**src/qspi_pattern_flash_params.svh**
```systemverilog
`ifndef QSPI_PATTERN_FLASH_PARAMS_SVH
`define QSPI_PATTERN_FLASH_PARAMS_SVH

// Number of reply entries held between the decoder and the serializer
`define QSPI_FIFO_DEPTH 8

// Manufacturer, memory type and capacity, sent in this order
`define QSPI_CHIP_ID 24'h1F8501

// Dummy bytes that follow the mode byte of a quad read
`define QSPI_DUMMY_BYTES 2

`endif

```
**src/qspi_cmd_pkg.sv**
```systemverilog
package qspi_cmd_pkg;

    // Opcodes recognised in the first byte after chip select
    typedef enum logic [7:0] {
        CMD_READ_ID   = 8'h9F,
        CMD_QUAD_READ = 8'hEB
    } cmd_code_e;

    // Command phase tracking in the decoder
    typedef enum logic [3:0] {
        IDLE,
        ADDR_1,
        ADDR_2,
        ADDR_3,
        MODE,
        DUMMY,
        SEND_QUAD,
        SEND_ID,
        IGNORE
    } decoder_state_e;

endpackage

```
**src/qspi_data_pkg.sv**
```systemverilog
package qspi_data_pkg;

    typedef logic [7:0]  flash_byte_t;
    typedef logic [23:0] flash_addr_t;
    typedef logic [3:0]  flash_nibble_t;

    // One command, address, mode or dummy byte from the host
    typedef struct packed {
        flash_byte_t data;
    } host_lane_t;

    // Reply byte plus the way it leaves the chip
    typedef struct packed {
        logic        quad;
        flash_byte_t data;
    } reply_entry_t;

    // In single-bit transfers only bit 1 carries data, as on the so pin
    typedef struct packed {
        logic          quad;
        flash_nibble_t nibble;
    } out_lane_t;

endpackage

```
**src/qspi_command_decoder.sv**
```systemverilog
`timescale 1ns/1ps
`include "qspi_pattern_flash_params.svh"

module qspi_command_decoder (
    input  logic                        recv_got_byte,
    input  logic                        cs,
    input  logic                        host_req,
    input  qspi_data_pkg::host_lane_t   host_lane,
    output logic                        host_ack,
    input  logic                        reply_full,
    output logic                        reply_push,
    output qspi_data_pkg::reply_entry_t reply_entry
);

    localparam int DUMMY_W = $clog2(`QSPI_DUMMY_BYTES + 1);
    localparam logic [23:0] CHIP_ID = `QSPI_CHIP_ID;

    qspi_cmd_pkg::decoder_state_e state;
    qspi_data_pkg::flash_addr_t   addr;
    qspi_data_pkg::flash_byte_t   addr_xor;
    qspi_data_pkg::flash_byte_t   id_byte;
    logic [1:0]                   id_pos;
    logic [DUMMY_W-1:0]           dummy_cnt;
    logic                         byte_in;
    logic                         last_dummy;

    // A host byte is taken in the cycle that raises host_ack
    assign byte_in = host_req && !host_ack;
    assign last_dummy = dummy_cnt == DUMMY_W'(`QSPI_DUMMY_BYTES - 1);

    assign addr_xor = addr[23:16] ^ addr[15:8] ^ addr[7:0];

    always_comb begin
        case (id_pos)
            2'd0:    id_byte = CHIP_ID[23:16];
            2'd1:    id_byte = CHIP_ID[15:8];
            default: id_byte = CHIP_ID[7:0];
        endcase
    end

    assign reply_push = (state == qspi_cmd_pkg::SEND_QUAD || state == qspi_cmd_pkg::SEND_ID)
                        && !reply_full;
    assign reply_entry.quad = state == qspi_cmd_pkg::SEND_QUAD;
    assign reply_entry.data = (state == qspi_cmd_pkg::SEND_QUAD) ? addr_xor : id_byte;

    always_ff @(posedge recv_got_byte or posedge cs) begin
        if (cs) begin
            state    <= qspi_cmd_pkg::IDLE;
            host_ack <= 1'b0;
        end else begin
            host_ack <= host_req;
            if (byte_in) begin
                case (state)
                    qspi_cmd_pkg::IDLE: begin
                        if (host_lane.data == qspi_cmd_pkg::CMD_READ_ID) begin
                            state <= qspi_cmd_pkg::SEND_ID;
                        end else if (host_lane.data == qspi_cmd_pkg::CMD_QUAD_READ) begin
                            state <= qspi_cmd_pkg::ADDR_1;
                        end else begin
                            state <= qspi_cmd_pkg::IGNORE;
                        end
                    end
                    qspi_cmd_pkg::ADDR_1: state <= qspi_cmd_pkg::ADDR_2;
                    qspi_cmd_pkg::ADDR_2: state <= qspi_cmd_pkg::ADDR_3;
                    qspi_cmd_pkg::ADDR_3: state <= qspi_cmd_pkg::MODE;
                    qspi_cmd_pkg::MODE:   state <= qspi_cmd_pkg::DUMMY;
                    qspi_cmd_pkg::DUMMY: begin
                        if (last_dummy) begin
                            state <= qspi_cmd_pkg::SEND_QUAD;
                        end
                    end
                    // Bytes in the reply phase are acknowledged and dropped
                    default: state <= state;
                endcase
            end
        end
    end

    // Address bytes shift in, then the address or identifier position steps with each push
    always_ff @(posedge recv_got_byte) begin
        if (byte_in && state == qspi_cmd_pkg::IDLE) begin
            id_pos <= 2'd0;
        end else if (state == qspi_cmd_pkg::SEND_ID && reply_push) begin
            id_pos <= (id_pos == 2'd2) ? 2'd0 : id_pos + 2'd1;
        end

        if (byte_in && state == qspi_cmd_pkg::MODE) begin
            dummy_cnt <= '0;
        end else if (byte_in && state == qspi_cmd_pkg::DUMMY) begin
            dummy_cnt <= dummy_cnt + 1'b1;
        end

        if (byte_in && (state == qspi_cmd_pkg::ADDR_1 || state == qspi_cmd_pkg::ADDR_2 ||
                        state == qspi_cmd_pkg::ADDR_3)) begin
            addr <= {addr[15:0], host_lane.data};
        end else if (state == qspi_cmd_pkg::SEND_QUAD && reply_push) begin
            addr <= addr + 1'b1;
        end
    end

endmodule

```
**src/qspi_reply_fifo.sv**
```systemverilog
`timescale 1ns/1ps
`include "qspi_pattern_flash_params.svh"

module qspi_reply_fifo #(
    parameter int DEPTH = `QSPI_FIFO_DEPTH
) (
    input  logic                        recv_got_byte,
    input  logic                        cs,
    input  logic                        push,
    input  qspi_data_pkg::reply_entry_t push_entry,
    output logic                        full,
    input  logic                        pop,
    output qspi_data_pkg::reply_entry_t head,
    output logic                        empty
);

    localparam int PTR_W = (DEPTH > 1) ? $clog2(DEPTH) : 1;
    localparam int CNT_W = $clog2(DEPTH + 1);

    qspi_data_pkg::reply_entry_t mem [DEPTH];

    logic [PTR_W-1:0] wr_ptr;
    logic [PTR_W-1:0] rd_ptr;
    logic [CNT_W-1:0] count;
    logic             do_push;
    logic             do_pop;

    assign full  = count == CNT_W'(DEPTH);
    assign empty = count == '0;

    assign do_push = push && !full;
    assign do_pop  = pop && !empty;

    assign head = mem[rd_ptr];

    always_ff @(posedge recv_got_byte or posedge cs) begin
        if (cs) begin
            wr_ptr <= '0;
            rd_ptr <= '0;
            count  <= '0;
        end else begin
            if (do_push) begin
                wr_ptr <= (wr_ptr == PTR_W'(DEPTH - 1)) ? '0 : wr_ptr + 1'b1;
            end
            if (do_pop) begin
                rd_ptr <= (rd_ptr == PTR_W'(DEPTH - 1)) ? '0 : rd_ptr + 1'b1;
            end
            if (do_push && !do_pop) begin
                count <= count + 1'b1;
            end else if (do_pop && !do_push) begin
                count <= count - 1'b1;
            end
        end
    end

    always_ff @(posedge recv_got_byte) begin
        if (do_push) begin
            mem[wr_ptr] <= push_entry;
        end
    end

endmodule

```
**src/qspi_nibble_serializer.sv**
```systemverilog
`timescale 1ns/1ps

module qspi_nibble_serializer (
    input  logic                        recv_got_byte,
    input  logic                        cs,
    input  logic                        fifo_empty,
    input  qspi_data_pkg::reply_entry_t fifo_head,
    output logic                        fifo_pop,
    output logic                        out_req,
    input  logic                        out_ack,
    output qspi_data_pkg::out_lane_t    out_lane
);

    typedef enum logic [1:0] {
        S_IDLE,
        S_REQ,
        S_ACK_LOW
    } ser_state_e;

    ser_state_e                 state;
    qspi_data_pkg::flash_byte_t shift;
    logic                       quad;
    logic [3:0]                 remaining;

    // An entry is taken only when nothing is in flight
    assign fifo_pop = state == S_IDLE && !fifo_empty;
    assign out_req  = state == S_REQ;

    // Most significant data first, single bits go out on bit 1
    assign out_lane.quad   = quad;
    assign out_lane.nibble = quad ? shift[7:4] : {2'b00, shift[7], 1'b0};

    always_ff @(posedge recv_got_byte or posedge cs) begin
        if (cs) begin
            state <= S_IDLE;
        end else begin
            case (state)
                S_IDLE: begin
                    if (fifo_pop) begin
                        state <= S_REQ;
                    end
                end
                S_REQ: begin
                    if (out_ack) begin
                        state <= S_ACK_LOW;
                    end
                end
                S_ACK_LOW: begin
                    if (!out_ack) begin
                        state <= (remaining != 4'd0) ? S_REQ : S_IDLE;
                    end
                end
                default: state <= S_IDLE;
            endcase
        end
    end

    always_ff @(posedge recv_got_byte) begin
        if (fifo_pop) begin
            shift     <= fifo_head.data;
            quad      <= fifo_head.quad;
            remaining <= fifo_head.quad ? 4'd2 : 4'd8;
        end else if (state == S_REQ && out_ack) begin
            shift     <= quad ? {shift[3:0], 4'b0000} : {shift[6:0], 1'b0};
            remaining <= remaining - 4'd1;
        end
    end

endmodule

```
**src/qspi_pattern_flash.sv**
```systemverilog
`timescale 1ns/1ps

module qspi_pattern_flash (
    input  logic                      recv_got_byte,
    input  logic                      cs,
    input  logic                      host_req,
    input  qspi_data_pkg::host_lane_t host_lane,
    output logic                      host_ack,
    output logic                      out_req,
    input  logic                      out_ack,
    output qspi_data_pkg::out_lane_t  out_lane
);

    logic                        reply_push;
    logic                        reply_full;
    qspi_data_pkg::reply_entry_t reply_entry;
    logic                        fifo_pop;
    logic                        fifo_empty;
    qspi_data_pkg::reply_entry_t fifo_head;

    qspi_command_decoder decoder_i (
        .recv_got_byte (recv_got_byte),
        .cs            (cs),
        .host_req      (host_req),
        .host_lane     (host_lane),
        .host_ack      (host_ack),
        .reply_full    (reply_full),
        .reply_push    (reply_push),
        .reply_entry   (reply_entry)
    );

    qspi_reply_fifo fifo_i (
        .recv_got_byte (recv_got_byte),
        .cs            (cs),
        .push          (reply_push),
        .push_entry    (reply_entry),
        .full          (reply_full),
        .pop           (fifo_pop),
        .head          (fifo_head),
        .empty         (fifo_empty)
    );

    qspi_nibble_serializer serializer_i (
        .recv_got_byte (recv_got_byte),
        .cs            (cs),
        .fifo_empty    (fifo_empty),
        .fifo_head     (fifo_head),
        .fifo_pop      (fifo_pop),
        .out_req       (out_req),
        .out_ack       (out_ack),
        .out_lane      (out_lane)
    );

endmodule

```
**config.mk**
```make
export PLATFORM = sky130hd
export DESIGN_NAME = qspi_pattern_flash
export DESIGN_NICKNAME = d
export VERILOG_FILES = /design/src/qspi_cmd_pkg.sv /design/src/qspi_data_pkg.sv /design/src/qspi_command_decoder.sv /design/src/qspi_reply_fifo.sv /design/src/qspi_nibble_serializer.sv /design/src/qspi_pattern_flash.sv
export VERILOG_INCLUDE_DIRS = /design/src
export SDC_FILE = /design/constraint.sdc
export NUM_CORES = 1
export LEC_CHECK = 0
export BUFFER_PORTS_ARGS = -buffer_cell sky130_fd_sc_hd__buf_2
export CAP_MARGIN = 20
export CORE_ASPECT_RATIO = 2
export CORE_MARGIN = 3
export CORE_UTILIZATION = 40
export DETAILED_ROUTE_END_ITERATION = 10
export HOLD_SLACK_MARGIN = 0.02
export REMOVE_ABC_BUFFERS = 1
export SETUP_SLACK_MARGIN = 0.4
export SKIP_CTS_REPAIR_TIMING = 1
export SLEW_MARGIN = 20
export SYNTH_ARGS = -nofsm -noshare
export SYNTH_HDL_FRONTEND = slang
export SYNTH_SLANG_ARGS = --single-unit
```
**constraint.sdc**
```tcl
create_clock -name recv_got_byte -period 4.7 [get_ports recv_got_byte]
set_input_delay 1.41 -clock recv_got_byte [delete_from_list [all_inputs] [get_ports recv_got_byte]]
set_output_delay 1.41 -clock recv_got_byte [all_outputs]
set_load 0.02 [all_outputs]
```
== Word-level counts from Yosys, hierarchy flattened ==
Memory sizes are Yosys's and may differ from the RTL's.
Cells that the tools add are included.
Operators by class
  equal/unequal tests: 21
  reduce and logical (&&, ||, !) cells: 33
  div/mod/pow operators: 0
  bitwise logic cells: 2
  add/sub/neg operators: 8
  $lt $le $gt $ge: 0
  shifts and indexed selects: 0
  muxes and demuxes: 27
  $mul: 0
Operators with widths (count)
  $mux 24: 2
  $mux 4: 9
  $mux 8: 4
  $add 24x1->24 const B: 1
  $pmux 4 s6: 1
  $eq 4x3->1 const B: 4
  $eq 8x8->1 const B: 2
  $pmux 8 s2: 1
  $xor 8x8->8: 2
  $logic_and 1x1->1: 14
  $eq 4x2->1 const B: 2
  $logic_not 4->1: 2
  $mux 2: 4
  $sub 4x1->4 const B: 2
  $add 3x1->3 const B: 2
  $eq 2x1->1 const B: 3
  $eq 3x3->1 const B: 2
  $mux 3: 2
  $pmux 2 s3: 1
  $reduce_and 3->1: 2
  $reduce_bool 2->1: 3
  $reduce_bool 6->1: 1
  $logic_not 1->1: 5
  $add 2x1->2 const B: 2
  10 further kinds: 18
Storage, ports and cells
  bits in registers: 58
  memory bits (read-only): 0
  memories: 1
  RAM bits: 72
  bits in latches: 0
  output and inout port bits: 7
Memories
  fifo_i.mem: words 8, bits a word 9, read ports 1, clocked after memory_dff 0, wr ports 1, line qspi_reply_fifo.sv:20  | qspi_data_pkg::reply_entry_t mem [DEPTH];

== Depth between registers and ports, before layout ==
  word-level depth: 8
  mapped depth: 12

== By module ==
From an unflattened synthesis, not the netlist that was laid out.
Second synthesis, totals
  cells, all modules: 487
  area, all modules: 6520.0 µm²
Modules (own cells, without submodules)
  qspi_reply_fifo: instances 1, cells each 168, area an instance 3398.3 µm²
  qspi_command_decoder: instances 1, cells each 253, area an instance 2307.2 µm²
  qspi_nibble_serializer: instances 1, cells each 66, area an instance 814.5 µm²

== Worst setup path before layout ==
OpenSTA, ideal clock, no wires.
  path type: input-to-reg
  from: input port host_req
  to: register decoder_i.addr[0] (enable)
  buffers on the path: 2
  stages: 5
  arrival: 3078 ps
  setup slack: 1061 ps
  path through: nor4b_1 > o21ai_0 > clkbuf_1 > clkbuf_1 > o21ai_0
Between the ends
  word-level cells in the longest chain between the ends: 3
Ends and longest elaborated chain
  from (decl): line qspi_pattern_flash.sv:6  | input logic host_req,
  $logic_and 1x1->1: line qspi_command_decoder.sv:28  | assign byte_in = host_req && !host_ack;
  $logic_and 1x1->1: line qspi_command_decoder.sv:93  | if (byte_in && (state == qspi_cmd_pkg::ADDR_1 || state == qspi_cmd_pkg::ADDR_2 ||
  $reduce_bool 2->1 (no source line)
  to (signal assigned): line qspi_command_decoder.sv:95  | addr <= {addr[15:0], host_lane.data};
  to (signal assigned): line qspi_command_decoder.sv:97  | addr <= addr + 1'b1;
  to (decl): line qspi_command_decoder.sv:19  | qspi_data_pkg::flash_addr_t addr;
Every way passes these cells.
A chain may end at the register's enable or synchronous reset.

==> flow_summary.toml <==
[setup_path]
worstPathArrival_ns = 1.55
end_kind = "output port"
crit_type = "flip-flop to output port"
crit_path_max_fanout = 12
startpoint_type = "flip-flop"
crit_start = "serializer_i.quad$_DFFE_PN_"
cp.required_ns = 3.29
r2r_start = "fifo_i.count[0]$_DFFE_PP0P_"

[clocking]
clock-sinks = 130
cts.htree.levels = 4
clk_pin_slew_ns = 0.06
cts_root_buf = "clkbuf_16"
clk_path_buf_depth = 2
clock_latency_ns = 0.41
cts_tree = "done"
cts_buffers = 17

[global_route]
grtUsageTotal_pct = 15.2
grt_max_degree = 49
grt_pass1_vias = 3949
grt_pass1_wl_um = 19700
grt-ovfl-total = 0
grt_antenna_before_repair = 0

[sta]
rsz0062_at_grt = "no"
fin_ws_ns = 1.74
fin_worst_skew_ns = 0.0172
setup_viol = 0
holdWs_ns = 0.469
worstMarginPinSlew_ns = 0.968
relSlewSlack_pct = 35.2
final_hold_viol_count = 0
finalCritPeriodShare_pct = 63.1
fin_crit_ns = 2.96
final-max-slew-violation-count = 0
finalSetupTns_ns = 0
max_freq_mhz = 337

[synth]
synth_area_um2 = 6210
synth_cell_types = 52
synth.ff_latch_count = 130
synth_warnings = 0
ys_dominant_reg_cell = "edfxtp_1"
ys_async_sr_fraction_pct = 13.1
syn_area_per_cell_um2 = 13.1
yosysTopAreaCell = "edfxtp_1"
synth.most_common_cell = "edfxtp_1"
synth_top_family_by_area = "simple AND/OR/NAND/NOR gates"
seq_area_frac_synth_pct = 60.8
yosys-top-cells-area = "edfxtp_1, dfrtp_1, mux4_2"
yosys.area_share.simple_pct = 12.2
postSynthCellCount = 474
synthMuxAreaShare_pct = 9.71
synth_commonest_cells = "edfxtp_1, nor2_1, nand2_1"
synth_edf_count = 109
synth-xor-area-share_pct = 5.22
synthAdderAreaFrac_pct = 2.34
yosysTopAreaCellShare_pct = 52.7
synth_compound_area_share_pct = 6.87

[power_and_ir_drop]
irDropWorstVdd_uv = 265
switching_share_pct = 20.5
pwr-share-clk_pct = 50.6
combPwrFrac_pct = 0.9
internal_power_mw = 2.04
power_leakage_nw = 2.32
power_frac_seq_pct = 48.5
p_switching_mw = 0.523
powerDensity_nw_per_um2 = 360

[cells_and_area]
drive_above_1_share_pct = 18.7
stdcell_count = 699
area_growth_pct = 14.5
fillers = 1336
final_net_count = 514
diodes = 0

[route]
drtPass1Iterations = 4
initialDrtViolationCount = 167
dr_total_vias = 3743
wire_per_inst_um = 16.9
via_per_inst = 5.35
ant_nets = 0
drc = 0
finalWirelength_um = 11800

[flow_run]
drv_cap = 0

[place]
hpwl_um = 8250
routabilityCongestion = 0.799
dp_slack_ns = 1.56
portBuffers = 18
place_inst = 667

[floorplan]
fp.dieArea_um2 = 17100
die_h_um = 182
core_um2 = 15100
io_pins = 19
rows = 63
start_util_pct = 41.3
die-width_um = 94.1

[hold_path]
min_from = "decoder_i.dummy_cnt[1]$_SDFFE_PP0P_"
min_path_type = "flip-flop to flip-flop"

[status]
status = "finished clean"
==> layout make-up <==
type	instances	area, um2	share of cell area (%)
clock buffer	18	429	6.03
clock inverter	14	155	2.18
inverter	15	56.3	0.792
multi-input combinational	302	2310	32.4
sequential	130	3780	53.1
tap	195	244	3.43
timing repair buffer	25	143	2.01
==> final timing paths <==
kind	end	slack, ns	depth (start not counted)
max in group asynchronous	decoder_i.state[0]$_DFFE_PP0P_	3.18	2
worst max register to register	fifo_i.count[3]$_DFFE_PP0P_	1.90	10
worst min register to register	decoder_i.dummy_cnt[1]$_SDFFE_PP0P_	0.47	2
worst max-delay path	out_lane[1]	1.74	2
min in group asynchronous	serializer_i.state[1]$_DFFE_PP0P_	1.08	2
worst min-delay path	decoder_i.dummy_cnt[1]$_SDFFE_PP0P_	0.47	2
==> cell families (layout without fill, tap and decap cells) <==
group	count (synthesis)	count (layout)
AO/OA/AOI/OAI	72	72
XOR/XNOR	37	37
adder cells (fa/ha/maj)	11	11
buffers and inverters	42	72
flip-flops	130	130
multiplexers	37	37
AND/OR/NAND/NOR	145	145
==> through the flow <==
stage / area (um2) / utilization (%) / power [mW]
3_3_place_gp: 6530 / 43.4 / 1.29
6_report: 7110 / 47.2 / 2.56
2_1_floorplan: 6090 / - / 1.28
5_1_grt: 7110 / 47.2 / 2.63
3_5_place_dp: 6530 / 43.4 / 1.29
4_1_cts: 7110 / 47.2 / 2.59
==> worst max-delay path, cell delays in order, from the launching register on <==
cell      delay (ns)
edfxtp_1        0.61
mux2_2          0.38
buf_2           0.15
==> power by group through the flow <==
stage | registers, mW | clock network, mW | logic (mW)
2_1_floorplan | 1.27 | 0 | 0.0125
3_3_place_gp | 1.27 | 0 | 0.0227
3_5_place_dp | 1.27 | 0 | 0.0232
4_1_cts | 1.24 | 1.32 | 0.0233
5_1_grt | 1.24 | 1.36 | 0.0264
6_report | 1.24 | 1.29 | 0.0228
==> layout by cell type, fill, tap and decap left out, types with 6 or more instances in the layout <==
cell and count:
mux2i_1 13, a31oi_1 6, clkbuf_16 17, or3_1 7
xor2_1 11, dfrtp_1 17, mux2_2 6, nor2b_1 8
buf_2 18, nand2_1 35, edfxtp_1 109, mux4_2 18
nand3_1 7, o21ai_0 21, nor2_1 38, ha_1 10
buf_4 7, xnor2_1 26, inv_1 14, a21oi_1 24
nor3_1 8
==> registers in the layout (all words and copies together), names as in the netlist, 3 cells and up <==
register                cells
serializer_i.shift          8
fifo_i.rd_ptr               3
fifo_i.count                4
fifo_i.mem                 72
fifo_i.wr_ptr               3
decoder_i.addr             24
serializer_i.remaining      4
decoder_i.state             4
==> metal layers <==
layer	wire [um]	share of wire [%]	up-vias	global-route usage (%)
met5	0	0	-	0
met4	199	1.7	0	7.75
met3	260	2.2	12	3.22
met2	6970	59	55	27.8
met1	4360	37	1862	15.8
li1	-	-	1814	-
Power figures use the tool's default switching activity.
